===== src/memory_pkg.sv =====
// L1 data cache geometry constants and the shared line, tag, set and dirty-vector types
`default_nettype none

package memory_pkg;

  // Cache organization
  localparam int DCACHE_L1_ASSOCIATIVITY = 4;
  localparam int DCACHE_L1_SETS          = 16;

  // Index widths follow the geometry
  localparam int SET_IDX_W = $clog2(DCACHE_L1_SETS);
  localparam int WAY_IDX_W = $clog2(DCACHE_L1_ASSOCIATIVITY);

  // Payload widths
  localparam int TAG_W  = 20;
  localparam int LINE_W = 128;

  // One dirty bit per way, bit k belongs to way k
  typedef logic [DCACHE_L1_ASSOCIATIVITY-1:0] dirty_vec_t;

  // Set and way selectors
  typedef logic [SET_IDX_W-1:0] set_idx_t;
  typedef logic [WAY_IDX_W-1:0] way_idx_t;

  // Line tag and line data
  typedef logic [TAG_W-1:0]  tag_t;
  typedef logic [LINE_W-1:0] line_t;

  // Line address toward L2
  // Tag in the upper bits, set index below it
  typedef logic [TAG_W+SET_IDX_W-1:0] l2_addr_t;

endpackage

`default_nettype wire


===== src/d1_l2_update.sv =====
// L2 update engine that walks all sets on a flush and moves dirty lines into the write-back buffer
`default_nettype none

module d1_l2_update (
  input  logic                   clk_i,
  input  logic                   reset_i,
  // Flush control
  input  logic                   flush_i,
  output logic                   busy_o,
  output logic                   done_o,
  // Set under scan
  output memory_pkg::set_idx_t   set_o,
  // From the one-hotter
  input  memory_pkg::dirty_vec_t oh_dirty_vec_i,
  input  logic                   at_least_one_dirty_i,
  input  logic                   l2_update_cnt_en_i,
  // To the one-hotter
  output logic                   is_writing_wbb_o,
  // Line read toward the line store
  output logic                   rd_en_o,
  output memory_pkg::way_idx_t   rd_way_o,
  input  memory_pkg::tag_t       rd_tag_i,
  input  memory_pkg::line_t      rd_line_i,
  // Dirty clear
  output logic                   clr_en_o,
  output memory_pkg::dirty_vec_t clr_oh_o,
  // Write-back buffer push
  input  logic                   wbb_full_i,
  output logic                   wbb_push_o,
  output memory_pkg::l2_addr_t   wbb_addr_o,
  output memory_pkg::line_t      wbb_line_o
);

  import memory_pkg::*;

  typedef enum logic [1:0] {
    ST_IDLE,
    ST_SCAN,
    ST_WRITE
  } state_t;

  state_t   state_q;
  set_idx_t set_q;
  logic     done_q;

  way_idx_t oh_way;
  logic     last_set;
  logic     push;
  logic     cnt_adv;

  // One-hot way to binary index
  always_comb begin
    oh_way = '0;
    for (int k = 0; k < DCACHE_L1_ASSOCIATIVITY; k++) begin
      if (oh_dirty_vec_i[k]) begin
        oh_way = way_idx_t'(k);
      end
    end
  end

  assign last_set = (set_q == set_idx_t'(DCACHE_L1_SETS - 1));

  // Push only when the buffer has room since read data is ready in WRITE
  assign push = (state_q == ST_WRITE) && !wbb_full_i;

  // Counter moves on the one-hotter's word and never while idle
  assign cnt_adv = (state_q != ST_IDLE) && l2_update_cnt_en_i;

  // State machine and set counter
  always_ff @(posedge clk_i) begin
    if (reset_i) begin
      state_q <= ST_IDLE;
      set_q   <= '0;
      done_q  <= 1'b0;
    end else begin
      // Pulse one cycle after leaving the last set
      done_q <= cnt_adv && last_set;
      if (cnt_adv) begin
        set_q <= set_q + set_idx_t'(1);
      end
      case (state_q)
        ST_IDLE: begin
          if (flush_i) begin
            state_q <= ST_SCAN;
            set_q   <= '0;
          end
        end
        ST_SCAN: begin
          // Read issued this cycle for the lowest dirty way
          if (at_least_one_dirty_i) begin
            state_q <= ST_WRITE;
          end else if (last_set) begin
            state_q <= ST_IDLE;
          end
        end
        ST_WRITE: begin
          // Stall here while the buffer is full
          if (push) begin
            state_q <= (cnt_adv && last_set) ? ST_IDLE : ST_SCAN;
          end
        end
        default: state_q <= ST_IDLE;
      endcase
    end
  end

  assign busy_o = (state_q != ST_IDLE) || done_q;
  assign done_o = done_q;
  assign set_o  = set_q;

  assign rd_en_o  = (state_q == ST_SCAN) && at_least_one_dirty_i;
  assign rd_way_o = oh_way;

  // Same chosen way as in SCAN since no store arrives during a flush
  assign is_writing_wbb_o = push;
  assign clr_en_o         = push;
  assign clr_oh_o         = oh_dirty_vec_i;

  assign wbb_push_o = push;
  assign wbb_addr_o = {rd_tag_i, set_q};
  assign wbb_line_o = rd_line_i;

  // A new flush only once the previous one has finished
  assert property (@(posedge clk_i) disable iff (reset_i)
    flush_i |-> !busy_o);

  // The way pushed out still holds dirty data
  assert property (@(posedge clk_i) disable iff (reset_i)
    wbb_push_o |-> at_least_one_dirty_i);

endmodule

`default_nettype wire


===== config.mk =====
export PLATFORM = sky130hd
export DESIGN_NAME = d1_l2_update
export DESIGN_NICKNAME = d
export VERILOG_FILES = /design/src/memory_pkg.sv /design/src/d1_l2_update.sv
export SDC_FILE = /design/constraint.sdc
export NUM_CORES = 1
export LEC_CHECK = 0
export BUFFER_PORTS_ARGS = -buffer_cell sky130_fd_sc_hd__buf_4
export CORE_AREA = 5 5 122 124
export CTS_BUF_LIST = sky130_fd_sc_hd__clkbuf_4
export CTS_CLUSTER_DIAMETER = 60
export DETAILED_ROUTE_END_ITERATION = 6
export DIE_AREA = 0 0 127 129
export PLACE_DENSITY_LB_ADDON = 0.12
export SLEW_MARGIN = 40
export SYNTH_ARGS = -nofsm -noshare
export SYNTH_HDL_FRONTEND = slang
export SYNTH_SLANG_ARGS = --single-unit

===== constraint.sdc =====
create_clock -name clk_i -period 1.1 [get_ports clk_i]
set_input_delay 0.11 -clock clk_i [delete_from_list [all_inputs] [get_ports clk_i]]
set_output_delay 0.11 -clock clk_i [all_outputs]
set_load 0.02 [all_outputs]

==> results_dict.tcl <==
set metrics [dict create \
    port_buffers 27 \
    coreArea_um2 13700 \
    hold_path_class "in2reg" \
    finalMaxSlewViolations 0 \
    syn-mean-instance-area_um2 7.79 \
    hpwl_um 2850 \
    clk_pin_slew_ps 60 \
    cts_made_buffers 3 \
    io_pins 326 \
    worst_pin_slew_ps 242 \
    die_w_um 127 \
    synth_area_um2 1530 \
    antenna_cells 0 \
    power_uw 748 \
    grt_overflow 0 \
    synth.most_common_cell "buf_4" \
    syn_inst 197 \
    p_sw_uw 208 \
    wl_met3_um 731 \
    yosys.area.top_type "buf_4" \
    reg2reg_to "state_q[1]" \
    violations "negative setup slack" \
    synth_edf_count 0 \
    die_h_um 129 \
    worstSetupStartpointType "flop" \
    synth_common_cells "buf_4 (158), dfxtp_1 (7), nor2_1 (6)" \
    firstDrtPassIters 2 \
    place_area_um2 850 \
    cts.path.max_buffers 2 \
    via_count 639 \
    gp_congestion 0.650 \
    detail_route.wl_per_cell_um 13.2 \
    seq_area_frac_synth_pct 9.14 \
    area_growth_pct -34.8 \
    hold_viol 0 \
    drt-total-wl_um 3460 \
    ys_ff_latch 7 \
    drive_gt1_share_pct 73.2 \
    swShare_pct 27.8 \
    syn_nets 356 \
    finalSetupViolations 8 \
    dp_slack_ps -80.2 \
    ant_nets 0 \
    grt_max_degree 9 \
    dieArea_um2 16400 \
    grt_pass1_vias 716 \
    seqPwrFrac_pct 36.1 \
    drtIter0Drc 16 \
    reg2reg_depth 6 \
    synth_top_area_share_pct 77.3 \
    ys.flop_type "dfxtp_1" \
    leakagePower_uw 0.000380 \
    wl_met2_um 1240 \
    critPathCaptureType "output port" \
    grt_pass1_wl_um 4550 \
    r2r_setup_slack_ps -60 \
    ys.warnings.count 0 \
    maxUsedRoutingLayer "met4" \
    row_count 43 \
    max_cap_viol_count 0 \
    relSlewSlack_pct 83.8 \
    power.internal_uw 540 \
    antenna_found_initial 0 \
    routed_via_density 2.44 \
    worst-setup-path-type "reg2out" \
    status "finished with violations" \
    setup_ws_ps -208 \
    stdcell_area_um2 1000 \
    drt-met1-wl_um 904 \
    rsz0062_at_grt "yes" \
    ir_worst_vdd_uv 211 \
    clk_latency_ps 250 \
    post_synth_num_cell_types 25 \
    clock_sinks 7 \
    synthTopCellsByArea "buf_4 (77%), dfxtp_1 (9.1%), nor2_1 (1.5%)" \
    fmax_mhz 765 \
    r2r_start "state_q[0]" \
    fin_nets 242 \
    hp-start "reset_i" \
    crit_arrival_ps 1200 \
    hold_end "state_q[1]" \
    cts_tree "built" \
    clkPwrFrac_pct 35.0 \
    grt_usage_pct 3.99 \
    hold_buffers 0 \
    cts_root_buf "clkbuf_4" \
    drc_errors 0 \
    hold_depth 2 \
    htree_levels 1 \
    initial_core_util_pct 11.2 \
    p_comb_share_pct 28.9 \
    period_needed_ps 1310 \
    p_per_area_nw_per_um2 749 \
    crit_required_ps 990 \
    fin_skew_ps 7.10 \
    async_flop_share_pct 0 \
    timing.final.crit_share_pct 119 \
    critical_path.max_fanout 5 \
]
[sequential cells by signal (all words and copies together), names as in the netlist]
name,count
state_q,2
done_o,1
set_o,4
[worst max-delay path by stage]
stage | start | end | slack, ps | depth (start not counted)
2_1_floorplan | state_q[1] | is_writing_wbb_o | -10 | 4
3_3_place_gp | state_q[1] | wbb_push_o | -30 | 3
3_5_place_dp | state_q[1] | is_writing_wbb_o | -80 | 3
4_1_cts | state_q[0] | wbb_push_o | -260 | 3
5_1_grt | state_q[0] | wbb_push_o | -290 | 3
6_report | state_q[0] | is_writing_wbb_o | -210 | 3
[cells by family (layout without fill, tap and decap cells)]
kind of cell / after synthesis / after routing / share of synthesized area (%)
simple gates: 16 / 16 / 5.96
buf+inv: 160 / 45 / 77.9
compound gates: 10 / 10 / 4.40
xor+xnor: 2 / 2 / 1.14
fa+ha+maj: 1 / 1 / 0.816
flops: 7 / 7 / 9.14
mux: 1 / 1 / 0.653
[metal layers]
layer	vias up	track usage (%)
li1	226	-
met3	68	3.61
met4	0	7.07
met5	-	0
met2	83	4.67
met1	262	2.79
[what timing repair did]
item | CTS | global route
buffers inserted | 3 | 3
gates resized for setup | 9 | 11
gates cloned | 0 | 0
endpoints found under the setup margin | 6 | 10
pin swaps | 1 | 4
[worst max-delay path, stage by stage, from the launching register on]
cell and delay [ps]:
dfxtp_4 350, and2b_1 210, nor2b_4 230, buf_6 150
[placed cells by master (no fill, tap or decap), drive strengths merged]
master,instances
mux2i,1
a31oi,1
inv,1
nor2b,1
o211ai,1
a21oi,2
nor2,6
a21o,2
nor4b,1
clkbuf,4
buf,40
o21ai,2
ha,1
nand3,1
and3,1
or2,1
o21a,1
xor2,2
and2b,1
a211oi,1
dfxtp,7
or3,2
and3b,1
nor3b,1
[cell type report]
| class | count | area [um^2] |
|---|---|---|
| fillers | 1623 | 12700 |
| multi-input cells | 30 | 260 |
| inverters | 1 | 3.75 |
| well taps | 180 | 225 |
| clock buffers | 4 | 30.0 |
| flip-flops and latches | 7 | 154 |
| repair buffers | 40 | 327 |
[per-stage QoR]
| stage | TNS [ps] | hold WS (ps) | cells | util [%] |
|---|---|---|---|---|
| finish | -1080 | 50.8 | 262 | 7.32 |
| global route | -1660 | 32.9 | 262 | 7.32 |
| CTS | -1230 | 29.5 | 259 | 6.80 |
| detailed placement | -238 | 220 | 252 | 6.22 |
| global placement | -85.6 | 220 | 252 | 6.22 |
| floorplan | -23.4 | 182 | 197 | - |
[power by group through the flow]
stage                     Clock, uW  Combinational [uW]  Sequential (uW)
final                           262                 216              270
after detailed placement          0                 174              277
after global routing            302                 235              271
after global placement            0                 177              277
after floorplan                   0                 881              277
after CTS                       281                 195              271
Power figures use the tool's default switching activity.
