===== src/memory_pkg.sv =====
// L1 data cache geometry constants and the shared line, tag, set and dirty-vector types
`default_nettype none

package memory_pkg;

  // Cache organization
  localparam int DCACHE_L1_ASSOCIATIVITY = 4;
  localparam int DCACHE_L1_SETS          = 16;

  // Index widths follow the geometry
  localparam int SET_IDX_W = $clog2(DCACHE_L1_SETS);
  localparam int WAY_IDX_W = $clog2(DCACHE_L1_ASSOCIATIVITY);

  // Payload widths
  localparam int TAG_W  = 20;
  localparam int LINE_W = 128;

  // One dirty bit per way, bit k belongs to way k
  typedef logic [DCACHE_L1_ASSOCIATIVITY-1:0] dirty_vec_t;

  // Set and way selectors
  typedef logic [SET_IDX_W-1:0] set_idx_t;
  typedef logic [WAY_IDX_W-1:0] way_idx_t;

  // Line tag and line data
  typedef logic [TAG_W-1:0]  tag_t;
  typedef logic [LINE_W-1:0] line_t;

  // Line address toward L2
  // Tag in the upper bits, set index below it
  typedef logic [TAG_W+SET_IDX_W-1:0] l2_addr_t;

endpackage

`default_nettype wire


===== src/d1_wbb.sv =====
// Write-back buffer FIFO that holds flushed lines and drains them to the L2 write port
`default_nettype none

module d1_wbb #(
  parameter int WBB_DEPTH = 4
) (
  input  logic                 clk_i,
  input  logic                 reset_i,
  // Push side, from the flush engine
  input  logic                 push_i,
  input  memory_pkg::l2_addr_t addr_i,
  input  memory_pkg::line_t    line_i,
  output logic                 full_o,
  // L2 side, one line per cycle while ready
  input  logic                 l2_ready_i,
  output logic                 l2_wr_o,
  output memory_pkg::l2_addr_t l2_addr_o,
  output memory_pkg::line_t    l2_line_o
);

  import memory_pkg::*;

  localparam int PTR_W = (WBB_DEPTH > 1) ? $clog2(WBB_DEPTH) : 1;
  localparam int CNT_W = $clog2(WBB_DEPTH + 1);

  // Entry storage
  l2_addr_t addr_mem [WBB_DEPTH];
  line_t    line_mem [WBB_DEPTH];

  logic [PTR_W-1:0] wr_ptr_q;
  logic [PTR_W-1:0] rd_ptr_q;
  logic [CNT_W-1:0] count_q;

  logic pop;

  // Oldest entry leaves whenever L2 takes it
  assign pop    = l2_ready_i && (count_q != '0);
  assign full_o = (count_q == CNT_W'(WBB_DEPTH));

  // Entry write
  always_ff @(posedge clk_i) begin
    if (push_i) begin
      addr_mem[wr_ptr_q] <= addr_i;
      line_mem[wr_ptr_q] <= line_i;
    end
  end

  // Pointers wrap at the depth, count tracks occupancy
  always_ff @(posedge clk_i) begin
    if (reset_i) begin
      wr_ptr_q <= '0;
      rd_ptr_q <= '0;
      count_q  <= '0;
    end else begin
      if (push_i) begin
        wr_ptr_q <= (wr_ptr_q == PTR_W'(WBB_DEPTH - 1)) ? '0 : wr_ptr_q + PTR_W'(1);
      end
      if (pop) begin
        rd_ptr_q <= (rd_ptr_q == PTR_W'(WBB_DEPTH - 1)) ? '0 : rd_ptr_q + PTR_W'(1);
      end
      // Push and pop together leave the count unchanged
      if (push_i && !pop) begin
        count_q <= count_q + CNT_W'(1);
      end else if (pop && !push_i) begin
        count_q <= count_q - CNT_W'(1);
      end
    end
  end

  assign l2_wr_o   = pop;
  assign l2_addr_o = addr_mem[rd_ptr_q];
  assign l2_line_o = line_mem[rd_ptr_q];

  // Engine has to respect full
  assert property (@(posedge clk_i) disable iff (reset_i)
    push_i |-> !full_o);

  assert property (@(posedge clk_i) disable iff (reset_i)
    count_q <= CNT_W'(WBB_DEPTH));

endmodule

`default_nettype wire


===== config.mk =====
export PLATFORM = sky130hd
export DESIGN_NAME = d1_wbb
export DESIGN_NICKNAME = d
export VERILOG_FILES = /design/src/memory_pkg.sv /design/src/d1_wbb.sv
export SDC_FILE = /design/constraint.sdc
export NUM_CORES = 1
export LEC_CHECK = 0
export BUFFER_PORTS_ARGS = -buffer_cell sky130_fd_sc_hd__buf_2
export CAP_MARGIN = 20
export CORE_ASPECT_RATIO = 0.9
export CORE_MARGIN = 2
export CORE_UTILIZATION = 53
export CTS_CLUSTER_DIAMETER = 50
export DETAILED_ROUTE_END_ITERATION = 10
export GPL_ROUTABILITY_DRIVEN = 0
export PLACE_DENSITY = 0.73
export SYNTH_ARGS = -nofsm -noshare
export SYNTH_HDL_FRONTEND = slang
export SYNTH_SLANG_ARGS = --single-unit

===== constraint.sdc =====
create_clock -name clk_i -period 11.96 [get_ports clk_i]
set_clock_uncertainty 0.15 [all_clocks]
set_input_delay 1.794 -clock clk_i [delete_from_list [all_inputs] [get_ports clk_i]]
set_output_delay 1.794 -clock clk_i [all_outputs]
set_load 0.01 [all_outputs]

==> metrics.yaml, run 1 <==
place.detailed.instances: 1673
timing_worst_slew_pin_value_ps: 1020
syn_area_um2: 22400
most_frequent_cells_in_the_layout: "sky130_fd_sc_hd__edfxtp_1, sky130_fd_sc_hd__buf_2, sky130_fd_sc_hd__mux4_2, sky130_fd_sc_hd__clkbuf_16"
clock_latency_ps: 600
dpl.hpwl_um: 25300
leakage_dissipation_nw: 8.83
post-route-util: 0.634
detail_route.wirelength_um: 42600
result_of_the_run: "complete, no violations"
postSynthNetCount: 1001
layout_commonest_cell: "sky130_fd_sc_hd__edfxtp_1"
h-tree-depth: 2
grt_max_degree: 67
worst_r2r_endpoint: "line_mem[3][53]"
number_of_global_route_vias_before_repair: 10300
grt_antenna_before_repair: 13
io_pins: 310
portion_of_synthesized_cell_area_occupied_by_the_leading_cell_type: 0.817
ys_top_cells_by_area: "sky130_fd_sc_hd__edfxtp_1, sky130_fd_sc_hd__mux4_2, sky130_fd_sc_hd__dfxtp_1"
report.final.slew_viol_count: 0
cts_tree: "done"
cts_root_buf: "sky130_fd_sc_hd__clkbuf_16"
final.period_utilization: 0.477
power_per_cell_area_nw_per_um2: 199
routed_via_density: 5.61
critPathRequiredTime_ps: 10020
regToRegSetupSlack_ps: 8550
hp-class: "register to register"
setup_tns_ps: 0
fp.coreArea_um2: 41700
grt_util_all_layers: 0.197
endpoints_failing_hold: 0
timing.fmax_mhz: 175
post-layout-total-power_mw: 5.26
post_synthesis_cell_count: 838
route.antenna.remaining_nets: 0
final-instance-count-excl-fill: 1791
setup_viol_count_final: 0
design.final.nets: 1350
placement_rows: 71
seq_cells_post_synth: 617
finished_cell_area_um2: 26400
holdCritStartpoint: "rd_ptr_q[0]"
chipHeight_um: 199
count_of_unique_library_cells_instantiated_by_yosys: 19
detail_route.wl_per_cell_um: 23.8
dieWidth_um: 220
final_layout_size_suffix_gt1_frac: 0.460
clock_sink_count: 617
seqPwrFrac: 0.484
final_ws_setup_ps: 6260
ff2ff_path_depth: 4
cts_inserted_buffers: 59
cp.arrival_ps: 3760
first_pass_grt_wire_length_um: 63200
startpoint_type: "register"
swShare: 0.244
worstReg2RegStart: "wr_ptr_q[0]"
max-vdd-ir-drop_v: 0.000128
synthesis.area_per_instance_um2: 26.7
worstHoldPathCells: 2
detail_route.first_pass.iterations: 4
yosys.area.top_type: "sky130_fd_sc_hd__edfxtp_1"
cap_viol_max_count: 0
post-cts-setup-buffers: 0
worst_slew_margin_rel: 0.317
power.net_switching_mw: 1.28
critical_path.max_fanout: 42
gr-total-overflow: 0
critPathCaptureType: "primary output"
fin_hold_ws_ps: 356
synthesis.yosys.warnings: 0
postCtsResizedCells: 0
post_dp_cell_area_um2: 24500
p_clk_frac: 0.346
intPower_mw: 3.98
clock_tree.buffer_depth: 3
power.combinational.fraction: 0.170
vias: 10000
cts-hold-fix-buffers: 0
synth-seq-area-share: 0.825
drc: 0
drt-initial-drc-count: 718
flow.area_growth_from_synthesis_pct: 18.1
start_util: 0.536
io_buffers: 309
die_area_um2: 43800
preCtsSetupSlack_ps: 6740
setup_repair_after_global_routing_missed_its_margin: "no"
critPathKind: "register to primary output"
finalCriticalPeriod_ps: 5700
clkSlewWorstSetupHoldPaths_ps: 60
setup.worst_path.end: "l2_addr_o[2]"
==> critical path, stage by stage (launching register included) <==
cell and delay [ps]:
sky130_fd_sc_hd__dfxtp_4 730, sky130_fd_sc_hd__buf_4 720, sky130_fd_sc_hd__buf_4 800, sky130_fd_sc_hd__mux4_2 630, sky130_fd_sc_hd__buf_2 170
==> cell type report <==
type,instances,area (µm²)
Fill cell,2704,15300
Inverter,4,15.0
Clock inverter,37,320
Clock buffer,74,1600
Timing Repair Buffer,322,1640
Antenna cell,7,17.5
Multi-Input combinational cell,183,3680
Tap cell,547,684
Sequential cell,617,18400
==> metal layers <==
layer | global-route usage | wire (µm) | up-vias
met1 | 0.287 | 18000 | 5208
met5 | 0 | 79 | -
met3 | 0.0690 | 4020 | 88
li1 | - | - | 4346
met4 | 0.0467 | 816 | 14
met2 | 0.290 | 19800 | 392
==> power by group through the flow <==
stage	Sequential [mW]	Clock (mW)	Combinational [mW]
floorplan	2.56	0	0.626
global placement	2.59	0	0.903
detailed placement	2.60	0	0.908
CTS	2.55	1.86	0.915
global route	2.56	1.94	0.967
finish	2.55	1.82	0.893
==> flip-flops by register name, indices dropped and copies added (netlist names), named ones only <==
signal and count:
rd_ptr_q 2, wr_ptr_q 2, line_mem 512, count_q 3
addr_mem 96
==> worst min path at each step <==
stage	end	slack (ps)
final	register	360
after global routing	register	380
after CTS	register	350
after detailed placement	register	340
after global placement	register	320
after floorplan	register	310
==> Yosys cell counts <==
cell,n
sky130_fd_sc_hd__a21oi_1,2
sky130_fd_sc_hd__and2_1,4
sky130_fd_sc_hd__buf_2,17
sky130_fd_sc_hd__buf_6,10
sky130_fd_sc_hd__clkbuf_1,7
sky130_fd_sc_hd__dfxtp_1,9
sky130_fd_sc_hd__edfxtp_1,608
sky130_fd_sc_hd__fa_1,1
sky130_fd_sc_hd__ha_1,6
sky130_fd_sc_hd__inv_1,4
sky130_fd_sc_hd__mux2i_1,4
sky130_fd_sc_hd__mux4_2,152
sky130_fd_sc_hd__nand2_1,1
sky130_fd_sc_hd__nor2_1,6
sky130_fd_sc_hd__nor3b_1,1
sky130_fd_sc_hd__o21ai_0,1
sky130_fd_sc_hd__o31ai_2,1
sky130_fd_sc_hd__or3_1,2
sky130_fd_sc_hd__xor2_1,2
==> logic make-up after synthesis <==
logic type	after synthesis	share of synthesized area
compound gates	4	0.00123
buf+inv	38	0.0107
flops	617	0.825
simple gates	14	0.00319
fa+ha+maj	7	0.00425
mux	156	0.155
xor+xnor	2	0.000784
Note: power is estimated with default switching activity, not from simulation.
==> run 2: changes to the inputs <==
--- a/config.mk
+++ b/config.mk
@@ -9,7 +9,7 @@
 export CAP_MARGIN = 20
 export CORE_ASPECT_RATIO = 0.9
 export CORE_MARGIN = 2
-export CORE_UTILIZATION = 53
+export CORE_UTILIZATION = 51
 export CTS_CLUSTER_DIAMETER = 50
 export DETAILED_ROUTE_END_ITERATION = 10
 export GPL_ROUTABILITY_DRIVEN = 0
==> constraint.sdc (replaced) <==
create_clock -name clk_i -period 5.06 [get_ports clk_i]
set_clock_uncertainty 0.15 [all_clocks]
set_input_delay 0.759 -clock clk_i [delete_from_list [all_inputs] [get_ports clk_i]]
set_output_delay 0.759 -clock clk_i [all_outputs]
set_load 0.01 [all_outputs]
==> metrics.yaml, run 2 (synthesized netlist as in run 1, its figures left out) <==
worst_slew_margin_rel: 0.369
cts_root_buf: "sky130_fd_sc_hd__clkbuf_16"
cts_tree: "done"
layout_commonest_cell: "sky130_fd_sc_hd__edfxtp_1"
route.antenna.remaining_nets: 0
postCtsResizedCells: 0
hp-class: "primary input to register"
most_frequent_cells_in_the_layout: "sky130_fd_sc_hd__edfxtp_1, sky130_fd_sc_hd__buf_2, sky130_fd_sc_hd__mux4_2, sky130_fd_sc_hd__clkbuf_16, sky130_fd_sc_hd__bufinv_16"
die_area_um2: 45500
cp_cell_instances: "buf_12 > mux4_2 > buf_2"
post-route-util: 0.620
seqPwrFrac: 0.464
critPathKind: "register to primary output"
timing.fmax_mhz: 284
cts-hold-fix-buffers: 0
setup_viol_count_final: 0
final_layout_size_suffix_gt1_frac: 0.467
detail_route.first_pass.iterations: 4
flow.area_growth_from_synthesis_pct: 19.8
cts_inserted_buffers: 58
routed_via_density: 5.54
swShare: 0.233
grt_max_degree: 91
first_pass_grt_wire_length_um: 62800
detail_route.wl_per_cell_um: 23.0
largest_register: "line_mem"
grt_util_all_layers: 0.185
critPathRequiredTime_ps: 4150
placement_rows: 72
dieWidth_um: 225
clock_latency_ps: 590
clock_sink_count: 617
clkSlewWorstSetupHoldPaths_ps: 70
setup_repair_after_global_routing_missed_its_margin: "no"
startpoint_type: "register"
fin_hold_ws_ps: 219
post-cts-setup-buffers: 0
power_per_cell_area_nw_per_um2: 482
max-vdd-ir-drop_v: 0.000320
dpl.hpwl_um: 24600
cap_viol_max_count: 0
reg.largest.list: "line_mem (512), addr_mem (96), count_q (3)"
detail_route.wirelength_um: 41400
cp.arrival_ps: 2610
critical_path.max_fanout: 44
finalCriticalPeriod_ps: 3520
power.combinational.fraction: 0.167
vias: 9952
chipHeight_um: 203
timing_worst_slew_pin_value_ps: 946
io_buffers: 309
leakage_dissipation_nw: 8.98
p_clk_frac: 0.369
final_ws_setup_ps: 1540
worstReg2RegStart: "wr_ptr_q[0]"
io_pins: 310
drt-initial-drc-count: 734
gr-total-overflow: 0
number_of_global_route_vias_before_repair: 10300
result_of_the_run: "complete, no violations"
worstHoldPathCells: 1
final.period_utilization: 0.695
clock_tree.buffer_depth: 3
critical-path-slowest-cell: "sky130_fd_sc_hd__dfxtp_4"
preCtsSetupSlack_ps: 2090
intPower_mw: 9.90
largest_reg_flops: 512
h-tree-depth: 2
setup_tns_ps: 0
ff2ff_path_depth: 4
crit_path_max_incr_delay_ps: 780
post-layout-total-power_mw: 12.9
power.net_switching_mw: 3.01
design.final.nets: 1355
endpoints_failing_hold: 0
grt_antenna_before_repair: 8
holdCritStartpoint: "line_i[20]"
fp.coreArea_um2: 43200
start_util: 0.518
report.final.slew_viol_count: 0
critPathCaptureType: "primary output"
drc: 0
-- run 2: cell types whose count changed in the layout (fill, tap and decap cells not counted), moves of 5 or more --
cell	change
sky130_fd_sc_hd__buf_12	+7
sky130_fd_sc_hd__bufinv_16	+10
sky130_fd_sc_hd__clkbuf_1	-6
sky130_fd_sc_hd__clkinv_2	-5
sky130_fd_sc_hd__diode_2	-5
-- run 2: through the flow --
| stage | area, µm² | cells |
|---|---|---|
| final | 26800 | 1797 |
| after global routing | 26800 | 1795 |
| after CTS | 26800 | 1795 |
| after detailed placement | 24600 | 1687 |
| after global placement | 24600 | 1687 |
| after floorplan | 22400 | 838 |
-- run 2: metal layers --
metal | vias up | wire [µm] | global-route usage
li1 | 4364 | - | -
met1 | 5160 | 16900 | 0.253
met2 | 345 | 19900 | 0.287
met3 | 69 | 3820 | 0.0632
met4 | 14 | 759 | 0.0523
met5 | - | 91 | 0
-- run 2: final cells by class --
type,count,area (µm²)
fillers,2822,16400
multi-input cells,183,3680
clock buffers,66,1550
well taps,555,694
inverters,4,15.0
clock inverters,42,606
flip-flops and latches,617,18400
diodes,2,5.00
repair buffers,328,1780
-- run 2: worst max-delay path: cells and delay by family, from the launching register on --
family / cells / cell delay (ps)
buffers and inverters: 2 / 550
flip-flops: 1 / 780
multiplexers: 1 / 570
-- run 2: power by group through the flow --
stage	sequential [mW]	combinational [mW]	clock, mW
3_5_place_dp	6.10	2.21	0
5_1_grt	6.01	2.33	5.07
4_1_cts	6.00	2.21	4.87
2_1_floorplan	6.05	1.48	0
6_report	5.99	2.16	4.77
3_3_place_gp	6.09	2.19	0
-- run 2: worst paths after layout --
check | to | slack [ps]
setup / recovery | l2_line_o[75] | 1540
hold reg to reg | register | 340
hold / removal | line_mem[0][20] | 220
setup reg to reg | addr_mem[0][4] | 2670
